===== src/logic/frost_pkg.sv =====
`default_nettype none

package frost_pkg;

    // screen coordinates and timer values
    typedef logic [9:0] coord_x_t;
    typedef logic [8:0] coord_y_t;
    typedef logic [9:0] step_cnt_t;
    typedef logic [3:0] score_t;

    // keys arrive already decoded, held high while pressed
    typedef struct packed {
        logic left;
        logic right;
        logic jump;
    } key_state_t;

    // which side of the player box touches terrain
    typedef struct packed {
        logic below;
        logic above;
        logic right;
        logic left;
    } contact_t;

    // top left corner of the player box
    typedef struct packed {
        coord_x_t x;
        coord_y_t y;
    } player_pos_t;

    typedef enum logic {
        GAME_PLAY = 1'b0,
        GAME_WIN  = 1'b1
    } game_state_e;

    // sprite boxes in pixels
    localparam int PLAYER_W   = 47;
    localparam int PLAYER_H   = 41;
    localparam int BLOCK_SIZE = 25;
    localparam int FLAKE_W    = 24;
    localparam int FLAKE_H    = 26;

    localparam int NUM_BLOCKS = 9;
    localparam int NUM_FLAKES = 4;

    // floor row of eight blocks, last entry is the wall standing on the floor
    localparam coord_x_t BLOCK_X [0:NUM_BLOCKS-1] = '{
        10'd0,   10'd25,  10'd50,  10'd75,
        10'd100, 10'd125, 10'd150, 10'd175,
        10'd200
    };
    localparam coord_y_t BLOCK_Y [0:NUM_BLOCKS-1] = '{
        9'd400, 9'd400, 9'd400, 9'd400,
        9'd400, 9'd400, 9'd400, 9'd400,
        9'd375
    };

    // flakes hover just above the floor
    localparam coord_x_t FLAKE_X [0:NUM_FLAKES-1] = '{
        10'd60, 10'd90, 10'd120, 10'd170
    };
    localparam coord_y_t FLAKE_Y [0:NUM_FLAKES-1] = '{
        9'd370, 9'd370, 9'd370, 9'd370
    };

    // bottom edge 359 + 41 lands exactly on the floor top
    localparam coord_x_t SPAWN_X = 10'd0;
    localparam coord_y_t SPAWN_Y = 9'd359;

endpackage

`default_nettype wire


===== src/logic/flake_collector.sv =====
`timescale 1ns/1ps
`default_nettype none

module flake_collector (
    input  wire                    clk,
    input  wire                    rst_n_i,
    input  wire                    restart_i,
    input  frost_pkg::player_pos_t pos_i,
    output frost_pkg::score_t      score_o
);

    logic [frost_pkg::NUM_FLAKES-1:0] hit;
    logic [frost_pkg::NUM_FLAKES-1:0] fresh;
    logic [frost_pkg::NUM_FLAKES-1:0] collected_q;
    frost_pkg::score_t                fresh_cnt;
    frost_pkg::score_t                score_q;

    // strict overlap of the player box with each flake box
    for (genvar i = 0; i < frost_pkg::NUM_FLAKES; i++) begin : g_flake
        assign hit[i] =
            (pos_i.x < frost_pkg::FLAKE_X[i] + frost_pkg::FLAKE_W) &&
            (pos_i.x + frost_pkg::PLAYER_W > frost_pkg::FLAKE_X[i]) &&
            (pos_i.y < frost_pkg::FLAKE_Y[i] + frost_pkg::FLAKE_H) &&
            (pos_i.y + frost_pkg::PLAYER_H > frost_pkg::FLAKE_Y[i]);
    end

    // only flakes not taken before add to the score
    assign fresh = hit & ~collected_q;

    always_comb begin
        fresh_cnt = '0;
        for (int i = 0; i < frost_pkg::NUM_FLAKES; i++) begin
            fresh_cnt = fresh_cnt + frost_pkg::score_t'(fresh[i]);
        end
    end

    always_ff @(posedge clk) begin
        if (!rst_n_i || restart_i) begin
            collected_q <= '0;
            score_q     <= '0;
        end else begin
            collected_q <= collected_q | hit;
            score_q     <= score_q + fresh_cnt;
        end
    end

    assign score_o = score_q;

endmodule

`default_nettype wire


===== src/logic/frost_game_top.sv =====
`timescale 1ns/1ps
`default_nettype none

module frost_game_top #(
    parameter frost_pkg::step_cnt_t STEP_DIV    = 10'd75,
    parameter frost_pkg::step_cnt_t JUMP_START  = 10'd25,
    parameter frost_pkg::step_cnt_t JUMP_LIMIT  = 10'd50,
    parameter frost_pkg::step_cnt_t FALL_START  = 10'd50,
    parameter frost_pkg::step_cnt_t FALL_MIN    = 10'd20,
    parameter frost_pkg::step_cnt_t SPEED_STEPS = 10'd24,
    parameter frost_pkg::step_cnt_t SPEED_DELTA = 10'd5
) (
    input  wire                    clk,
    input  wire                    rst_n_i,
    input  wire                    tick_i,
    input  frost_pkg::key_state_t  keys_i,
    input  wire                    restart_i,
    output frost_pkg::player_pos_t pos_o,
    output logic                   airborne_o,
    output frost_pkg::score_t      score_o,
    output frost_pkg::game_state_e state_o
);

    frost_pkg::contact_t contact;
    logic [3:0]          iced_count;

    player_motion #(
        .STEP_DIV    (STEP_DIV),
        .JUMP_START  (JUMP_START),
        .JUMP_LIMIT  (JUMP_LIMIT),
        .FALL_START  (FALL_START),
        .FALL_MIN    (FALL_MIN),
        .SPEED_STEPS (SPEED_STEPS),
        .SPEED_DELTA (SPEED_DELTA)
    ) u_player_motion (
        .clk        (clk),
        .rst_n_i    (rst_n_i),
        .tick_i     (tick_i),
        .restart_i  (restart_i),
        .keys_i     (keys_i),
        .contact_i  (contact),
        .state_i    (state_o),
        .pos_o      (pos_o),
        .airborne_o (airborne_o)
    );

    // both observers watch the same position
    terrain_contact u_terrain_contact (
        .clk          (clk),
        .rst_n_i      (rst_n_i),
        .restart_i    (restart_i),
        .pos_i        (pos_o),
        .contact_o    (contact),
        .iced_count_o (iced_count)
    );

    flake_collector u_flake_collector (
        .clk       (clk),
        .rst_n_i   (rst_n_i),
        .restart_i (restart_i),
        .pos_i     (pos_o),
        .score_o   (score_o)
    );

    round_judge u_round_judge (
        .clk          (clk),
        .rst_n_i      (rst_n_i),
        .restart_i    (restart_i),
        .iced_count_i (iced_count),
        .score_i      (score_o),
        .state_o      (state_o)
    );

endmodule

`default_nettype wire


===== src/logic/player_motion.sv =====
`timescale 1ns/1ps
`default_nettype none

module player_motion #(
    parameter frost_pkg::step_cnt_t STEP_DIV    = 10'd75,
    parameter frost_pkg::step_cnt_t JUMP_START  = 10'd25,
    parameter frost_pkg::step_cnt_t JUMP_LIMIT  = 10'd50,
    parameter frost_pkg::step_cnt_t FALL_START  = 10'd50,
    parameter frost_pkg::step_cnt_t FALL_MIN    = 10'd20,
    parameter frost_pkg::step_cnt_t SPEED_STEPS = 10'd24,
    parameter frost_pkg::step_cnt_t SPEED_DELTA = 10'd5
) (
    input  wire                    clk,
    input  wire                    rst_n_i,
    input  wire                    tick_i,
    input  wire                    restart_i,
    input  frost_pkg::key_state_t  keys_i,
    input  frost_pkg::contact_t    contact_i,
    input  frost_pkg::game_state_e state_i,
    output frost_pkg::player_pos_t pos_o,
    output logic                   airborne_o
);

    typedef enum logic [1:0] {
        v_ground,
        v_jump,
        v_fall
    } vert_state_e;

    vert_state_e           v_state;
    frost_pkg::coord_x_t   x_q;
    frost_pkg::coord_y_t   y_q;
    frost_pkg::step_cnt_t  left_div;
    frost_pkg::step_cnt_t  right_div;
    frost_pkg::step_cnt_t  pix_div;
    frost_pkg::step_cnt_t  speed_cnt;
    frost_pkg::step_cnt_t  jump_timer;
    frost_pkg::step_cnt_t  fall_timer;
    logic                  move_en;
    logic                  go_left;
    logic                  go_right;

    // nothing moves between ticks or once the round is won
    assign move_en  = tick_i && (state_i == frost_pkg::GAME_PLAY);

    // opposite keys cancel, x = 0 is the screen edge
    assign go_left  = keys_i.left && !keys_i.right && !contact_i.left && (x_q != '0);
    assign go_right = keys_i.right && !keys_i.left && !contact_i.right;

    // horizontal walk, one pixel every STEP_DIV+1 ticks
    always_ff @(posedge clk) begin
        if (!rst_n_i || restart_i) begin
            x_q       <= frost_pkg::SPAWN_X;
            left_div  <= '0;
            right_div <= '0;
        end else if (move_en) begin
            if (go_left) begin
                right_div <= '0;
                if (left_div < STEP_DIV) begin
                    left_div <= left_div + 1'b1;
                end else begin
                    left_div <= '0;
                    x_q      <= x_q - 1'b1;
                end
            end else if (go_right) begin
                left_div <= '0;
                if (right_div < STEP_DIV) begin
                    right_div <= right_div + 1'b1;
                end else begin
                    right_div <= '0;
                    x_q       <= x_q + 1'b1;
                end
            end else begin
                left_div  <= '0;
                right_div <= '0;
            end
        end
    end

    // vertical FSM, a larger timer means a slower pixel step
    always_ff @(posedge clk) begin
        if (!rst_n_i || restart_i) begin
            v_state    <= v_ground;
            y_q        <= frost_pkg::SPAWN_Y;
            pix_div    <= '0;
            speed_cnt  <= '0;
            jump_timer <= JUMP_START;
            fall_timer <= FALL_START;
        end else if (move_en) begin
            case (v_state)
                v_ground: begin
                    pix_div    <= '0;
                    speed_cnt  <= '0;
                    jump_timer <= JUMP_START;
                    fall_timer <= FALL_START;
                    if (!contact_i.below) begin
                        v_state <= v_fall;
                    end else if (keys_i.jump) begin
                        v_state <= v_jump;
                    end
                end
                v_jump: begin
                    if (contact_i.above || (jump_timer >= JUMP_LIMIT)) begin
                        v_state    <= v_fall;
                        pix_div    <= '0;
                        speed_cnt  <= '0;
                        fall_timer <= FALL_START;
                    end else if (speed_cnt == SPEED_STEPS) begin
                        // rise slows down
                        speed_cnt  <= '0;
                        jump_timer <= jump_timer + SPEED_DELTA;
                    end else if (pix_div < jump_timer) begin
                        pix_div <= pix_div + 1'b1;
                    end else begin
                        pix_div   <= '0;
                        speed_cnt <= speed_cnt + 1'b1;
                        y_q       <= y_q - 1'b1;
                    end
                end
                v_fall: begin
                    if (contact_i.below) begin
                        v_state <= v_ground;
                        pix_div <= '0;
                    end else if (speed_cnt == SPEED_STEPS) begin
                        // fall speeds up until the cap
                        speed_cnt <= '0;
                        if (fall_timer >= FALL_MIN + SPEED_DELTA) begin
                            fall_timer <= fall_timer - SPEED_DELTA;
                        end else begin
                            fall_timer <= FALL_MIN;
                        end
                    end else if (pix_div < fall_timer) begin
                        pix_div <= pix_div + 1'b1;
                    end else begin
                        pix_div   <= '0;
                        speed_cnt <= speed_cnt + 1'b1;
                        y_q       <= y_q + 1'b1;
                    end
                end
                default: begin
                    v_state <= v_ground;
                end
            endcase
        end
    end

    assign pos_o.x    = x_q;
    assign pos_o.y    = y_q;
    assign airborne_o = ~contact_i.below;

endmodule

`default_nettype wire


===== src/logic/round_judge.sv =====
`timescale 1ns/1ps
`default_nettype none

module round_judge (
    input  wire                    clk,
    input  wire                    rst_n_i,
    input  wire                    restart_i,
    input  wire [3:0]              iced_count_i,
    input  frost_pkg::score_t      score_i,
    output frost_pkg::game_state_e state_o
);

    frost_pkg::game_state_e state_q;
    logic                   all_done;

    // every block iced and every flake taken
    assign all_done = (iced_count_i == 4'(frost_pkg::NUM_BLOCKS)) &&
                      (score_i == frost_pkg::score_t'(frost_pkg::NUM_FLAKES));

    always_ff @(posedge clk) begin
        if (!rst_n_i || restart_i) begin
            state_q <= frost_pkg::GAME_PLAY;
        end else begin
            case (state_q)
                frost_pkg::GAME_PLAY: begin
                    if (all_done) begin
                        state_q <= frost_pkg::GAME_WIN;
                    end
                end
                // a won round waits for restart
                frost_pkg::GAME_WIN: begin
                    state_q <= frost_pkg::GAME_WIN;
                end
                default: begin
                    state_q <= frost_pkg::GAME_PLAY;
                end
            endcase
        end
    end

    assign state_o = state_q;

endmodule

`default_nettype wire


===== src/logic/terrain_contact.sv =====
`timescale 1ns/1ps
`default_nettype none

module terrain_contact (
    input  wire                    clk,
    input  wire                    rst_n_i,
    input  wire                    restart_i,
    input  frost_pkg::player_pos_t pos_i,
    output frost_pkg::contact_t    contact_o,
    output logic [3:0]             iced_count_o
);

    frost_pkg::player_pos_t              probe;
    logic [frost_pkg::NUM_BLOCKS-1:0]    hit_below;
    logic [frost_pkg::NUM_BLOCKS-1:0]    hit_above;
    logic [frost_pkg::NUM_BLOCKS-1:0]    hit_right;
    logic [frost_pkg::NUM_BLOCKS-1:0]    hit_left;
    logic [frost_pkg::NUM_BLOCKS-1:0]    iced_q;
    frost_pkg::contact_t                 flags;
    frost_pkg::contact_t                 contact_q;

    // during reset the spawn point is tested, so the player comes up standing
    always_comb begin
        probe = pos_i;
        if (!rst_n_i || restart_i) begin
            probe.x = frost_pkg::SPAWN_X;
            probe.y = frost_pkg::SPAWN_Y;
        end
    end

    for (genvar i = 0; i < frost_pkg::NUM_BLOCKS; i++) begin : g_block
        logic h_ovl;
        logic v_ovl;

        // box edges are exclusive, touching edges do not overlap
        assign h_ovl = (probe.x < frost_pkg::BLOCK_X[i] + frost_pkg::BLOCK_SIZE) &&
                       (probe.x + frost_pkg::PLAYER_W > frost_pkg::BLOCK_X[i]);
        assign v_ovl = (probe.y < frost_pkg::BLOCK_Y[i] + frost_pkg::BLOCK_SIZE) &&
                       (probe.y + frost_pkg::PLAYER_H > frost_pkg::BLOCK_Y[i]);

        assign hit_below[i] = h_ovl &&
            (probe.y + frost_pkg::PLAYER_H == frost_pkg::BLOCK_Y[i]);
        assign hit_above[i] = h_ovl &&
            (probe.y == frost_pkg::BLOCK_Y[i] + frost_pkg::BLOCK_SIZE);
        assign hit_right[i] = v_ovl &&
            (probe.x + frost_pkg::PLAYER_W == frost_pkg::BLOCK_X[i]);
        assign hit_left[i]  = v_ovl &&
            (probe.x == frost_pkg::BLOCK_X[i] + frost_pkg::BLOCK_SIZE);
    end

    assign flags.below = |hit_below;
    assign flags.above = |hit_above;
    assign flags.right = |hit_right;
    assign flags.left  = |hit_left;

    always_ff @(posedge clk) begin
        contact_q <= flags;
        if (!rst_n_i || restart_i) begin
            iced_q <= '0;
        end else begin
            // a touched block stays iced for the rest of the round
            iced_q <= iced_q | hit_below | hit_above | hit_right | hit_left;
        end
    end

    // population count of the iced mask
    always_comb begin
        iced_count_o = '0;
        for (int i = 0; i < frost_pkg::NUM_BLOCKS; i++) begin
            iced_count_o = iced_count_o + 4'(iced_q[i]);
        end
    end

    assign contact_o = contact_q;

endmodule

`default_nettype wire


===== config.mk =====
export PLATFORM = sky130hd
export DESIGN_NAME = frost_game_top
export DESIGN_NICKNAME = d
export VERILOG_FILES = /design/src/logic/frost_pkg.sv /design/src/logic/flake_collector.sv /design/src/logic/frost_game_top.sv /design/src/logic/player_motion.sv /design/src/logic/round_judge.sv /design/src/logic/terrain_contact.sv
export SDC_FILE = /design/constraint.sdc
export NUM_CORES = 1
export LEC_CHECK = 0
export ABC_AREA = 1
export BUFFER_PORTS_ARGS = -buffer_cell sky130_fd_sc_hd__buf_4
export CAP_MARGIN = 20
export CELL_PAD_IN_SITES_DETAIL_PLACEMENT = 1
export CELL_PAD_IN_SITES_GLOBAL_PLACEMENT = 2
export CORE_MARGIN = 1
export CORE_UTILIZATION = 38
export DETAILED_ROUTE_END_ITERATION = 12
export PLACE_DENSITY = 0.85
export SYNTH_ARGS = -nofsm -noshare
export SYNTH_HDL_FRONTEND = slang
export SYNTH_HIERARCHICAL = 1
export SYNTH_SLANG_ARGS = --single-unit

===== constraint.sdc =====
create_clock -name clk -period 6.6 [get_ports clk]
set_input_delay 0 -clock clk [delete_from_list [all_inputs] [get_ports clk]]
set_output_delay 0 -clock clk [all_outputs]
set_load 0.005 [all_outputs]

==> run_results.csv <==
group,metric,value,unit
worst_hold_path,timing.hold.worst_path_depth,3,
clock_network,cell_chosen_for_the_clock_root,"sky130_fd_sc_hd__clkbuf_16",
timing,accumulated_negative_setup_slack,0,ns
yosys,ys.flop_type,"sky130_fd_sc_hd__dfxtp_1",
worst_hold_path,hold_class,"input pin to flop",
yosys,syn_nets,1548,
yosys,number_of_synthesized_flops_with_an_enable_pin,0,
power,sequentialPowerShare,47.3,%
yosys,post_synthesis_register_bit_count,103,
timing,finalWorstPathRequiredPeriod,3.773,ns
cells_and_area,layout.cells.most_common,"sky130_fd_sc_hd__nand2_1",
run,max_cap_violations,0,
yosys,avgSynthCellArea,6.180,sq um
yosys,synth_area,9096,sq um
floorplanning,core_area,23470,sq um
clock_network,clk-insertion-delay-late,0.36,ns
setup_path,cp_slowest_stage_delay,0.85,ns
floorplanning,vertical_die_dimension,156.7,um
setup_path,timing.reg2reg.worst_path_depth,14,
yosys,top_cells_by_area_synth,"sky130_fd_sc_hd__dfxtp_1 (23%), sky130_fd_sc_hd__nand2_1 (15%), sky130_fd_sc_hd__inv_1 (8.6%)",
timing,tightestPinTransition,0.9509,ns
setup_path,worst-endpoint-required,6.85,ns
cells_and_area,drive_gt1_share,8.716,%
clock_network,clk_path_buf_depth,2,
setup_path,ff2ff_setup_slack,2.83,ns
setup_path,rr_startpoint,"u_player_motion/x_q[4]",
clock_network,clk_pin_slew_worst_paths,0.08,ns
power,power-per-cell-area,134.7,nW/um^2
clock_network,cts.hold.buffers_added,2,
yosys,synth.distinct_cells,52,
yosys,yosys.area_share.xor_xnor,3.081,%
timing,grt_setup_unrepaired,"no",
timing,period_share,57.17,%
setup_path,critical_path.cell_chain,"inv_1, o21ai_0, nor2_1, nand3_1, nand2_1, nand3_1, o21ai_1, nor2_1, nand3_1, fa_1, fa_1, fa_1, xor2_1, nor2_1",
setup_path,timing.critical_path.fanout_max,21,
placement,replace_congestion,0.9088,
global_route,first_global_vias,9303,
yosys,synth_fa_ha_area_share,10.32,%
cells_and_area,num-fill-cells,3211,
routing,post_drt_wl_per_cell,15.34,um
outcome,run_status,"completed",
setup_path,critical_path.endpoint_type,"flop",
clock_network,cts_resized,0,
cells_and_area,final_net_count,1574,
power,p_switching,373.5,uW
worst_hold_path,hold-path-endpoint,"u_player_motion/v_state[0]",
power,power.switching_fraction,27.84,%
setup_path,worstSetupPathType,"flop to flop",
floorplanning,die_w,156.7,um
power,power.combinational.fraction,9.8,%
global_route,initial_antenna_violation_count,0,
power,share_clk_of_total_power,42.9,%
clock_network,numClockSinks,103,
global_route,gr-total-overflow,0,
floorplanning,initial_core_utilization,38.75,%
clock_network,cts-buffers-inserted,9,
cells_and_area,post-route-cell-area,9956,sq um
yosys,synth_seq_area_share,22.67,%
cells_and_area,syn2layout_area_growth,9.450,%
setup_path,cp_slowest_cell,"sky130_fd_sc_hd__dfxtp_1",
floorplanning,placement_rows,56,
placement,detailed_place_hpwl,21970,um
yosys,synth_compound_gate_area_share,9.835,%
yosys,ys_warn_count,6,
timing,final.setup_skew,0.01308,ns
yosys,yosys.area.top_type,"sky130_fd_sc_hd__dfxtp_1",
setup_path,arrival_time_at_the_worst_endpoint,4.02,ns
routing,drt_first_iter_violations,462,
routing,drc,0,
routing,post_drt_via_cell_ratio,5.137,
placement,detailed_place.area,9632,sq um
setup_path,crit_start_category,"flop",
cells_and_area,final_cell_mix,"sky130_fd_sc_hd__nand2_1 (366), sky130_fd_sc_hd__inv_1 (208), sky130_fd_sc_hd__nor2_1 (201)",
floorplanning,floorplan.io_pins,32,
placement,port_buffers,31,
routing,routed_wl,27940,um
cells_and_area,antenna_cells_inserted,0,
yosys,post_synth_and_or_nand_nor_area_fraction,43.62,%
global_route,gr-usage-all-layers,23.78,%
clock_network,ctsHtreeMaxLevel,3,
worst_hold_path,timing.hold.worst.start,"keys_i[0]",
power,internal_power,967.9,uW
routing,antenna_left,0,
yosys,synth-async-reset-ratio,0,%
global_route,pin_count_of_the_biggest_net_entering_global_routing,36,
clock_network,postCtsSetupBuffers,0,
global_route,grt_first_pass_wirelength,46620,um
setup_path,crit-reg2reg-capture,"u_flake_collector/score_o[2]",
routing,number_of_vias_in_the_routed_layout,9360,
floorplanning,floorplan.die_area,24560,sq um
yosys,synth_top_area_share,22.67,%
timing,max_freq,265.0,MHz
timing,timing.final.setup_violations,0,
power,leakage_component_of_the_power,0.004802,uW
timing,final_max_slew_viol_count,0,
yosys,synthMuxAreaShare,0,%
yosys,netlist_instances,1472,
timing,report.final.hold_viol_count,0,
yosys,synth_top_family_by_area,"simple AND/OR/NAND/NOR gates",
routing,firstDrtPassIters,4,
clock_network,tritoncts,"yes",
power,max-vdd-ir-drop,88.07,uV
timing,relSlewSlack,36.37,%
-- kinds of logic after synthesis --
family                     count (synthesis)
adders and majority gates                 69
DFF                                      103
buffers and inverters                    243
AOI/OAI and AO/OA                        158
xor gates and xnor gates                  32
and+or+nand+nor                          867
-- routing by layer --
layer / vias to the layer above / global-route usage, % / part of all wire [%]
li1: 4776 / - / -
met1: 4460 / 32.85 / 52
met2: 104 / 39.26 / 45
met3: 20 / 2.188 / 2.2
met4: 0 / 6.349 / 1.4
met5: - / 0 / 0
-- flip-flops by register name, indices dropped and copies added, names as in the netlist --
register	flops
u_player_motion/v_state	2
u_player_motion/y_q	9
u_player_motion/right_div	10
u_player_motion/jump_timer	10
u_terrain_contact/contact_o	4
u_player_motion/speed_cnt	10
u_round_judge/state_o	1
u_player_motion/pix_div	10
u_flake_collector/score_o	4
u_terrain_contact/iced_q	9
u_player_motion/fall_timer	10
u_player_motion/left_div	10
u_flake_collector/collected_q	4
u_player_motion/x_q	10
-- worst max-delay path, delay by kind of cell (launching register included) --
kind                     cells  cell delay (ns)
flip-flops                   1             0.85
AND/OR/NAND/NOR              7             0.69
adder cells (fa/ha/maj)      3             1.38
buffers and inverters        1             0.21
XOR/XNOR                     1             0.14
AO/OA/AOI/OAI                2             0.38
-- power by group through the flow --
stage / clock network, uW / logic [uW] / registers [uW]
after global routing: 618 / 149 / 636
after floorplan: 0 / 97.9 / 647
after detailed placement: 0 / 131 / 650
after global placement: 0 / 129 / 649
after CTS: 597 / 133 / 635
final: 575 / 132 / 635
-- per-stage QoR --
stage | total power (uW) | cells | hold slack, ns | worst slack, ns | utilization, %
6_report | 1341 | 1822 | 0.1149 | 2.827 | 42.41
4_1_cts | 1365 | 1822 | 0.09624 | 2.824 | 42.41
2_1_floorplan | 745.3 | 1472 | 0.1361 | 3.288 | -
5_1_grt | 1404 | 1822 | 0.1277 | 2.468 | 42.41
3_3_place_gp | 778.5 | 1804 | 0.3584 | 2.976 | 41.03
3_5_place_dp | 780.8 | 1804 | 0.3650 | 2.848 | 41.03
-- worst max path at each step --
stage | cells after the start | slack [ns] | start | to
2_1_floorplan | 17 | 3.29 | u_player_motion/y_q[1] | u_flake_collector/score_o[2]
3_3_place_gp | 14 | 2.98 | u_player_motion/x_q[4] | u_flake_collector/score_o[2]
3_5_place_dp | 14 | 2.85 | u_player_motion/x_q[4] | u_flake_collector/score_o[2]
4_1_cts | 14 | 2.82 | u_player_motion/x_q[4] | u_flake_collector/score_o[2]
5_1_grt | 14 | 2.47 | u_player_motion/x_q[4] | u_flake_collector/score_o[2]
6_report | 14 | 2.83 | u_player_motion/x_q[4] | u_flake_collector/score_o[2]
-- synth_stat cells, types with 4 or more instances --
cell	count
sky130_fd_sc_hd__nor3b_1	5
sky130_fd_sc_hd__nand3b_1	13
sky130_fd_sc_hd__buf_2	6
sky130_fd_sc_hd__fa_1	10
sky130_fd_sc_hd__buf_4	4
sky130_fd_sc_hd__nor2_4	8
sky130_fd_sc_hd__clkbuf_1	7
sky130_fd_sc_hd__inv_1	208
sky130_fd_sc_hd__a21oi_1	67
sky130_fd_sc_hd__xor2_1	22
sky130_fd_sc_hd__nand3_1	138
sky130_fd_sc_hd__nand2_2	19
sky130_fd_sc_hd__o21ai_0	49
sky130_fd_sc_hd__ha_1	59
sky130_fd_sc_hd__nand4_1	27
sky130_fd_sc_hd__a31oi_1	5
sky130_fd_sc_hd__a211oi_1	4
sky130_fd_sc_hd__o21ai_1	8
sky130_fd_sc_hd__nor2_2	11
sky130_fd_sc_hd__dfxtp_1	103
sky130_fd_sc_hd__inv_2	12
sky130_fd_sc_hd__o211ai_1	6
sky130_fd_sc_hd__xnor2_1	10
sky130_fd_sc_hd__a21o_1	4
sky130_fd_sc_hd__nand3_2	16
sky130_fd_sc_hd__nor3_1	40
sky130_fd_sc_hd__nand2_1	366
sky130_fd_sc_hd__nor2_1	202
sky130_fd_sc_hd__nor4_1	6
-- area by class of cell --
cell class | count | area, sq um | share of cell area, %
clock inverters | 6 | 75.07 | 0.7541
flip-flops and latches | 103 | 2062 | 20.71
repair buffers | 35 | 267.8 | 2.689
well taps | 319 | 399.1 | 4.009
inverters | 223 | 839.6 | 8.433
multi-input cells | 1126 | 6083 | 61.10
clock buffers | 10 | 229.0 | 2.300
(Power assumes the default switching activity.)
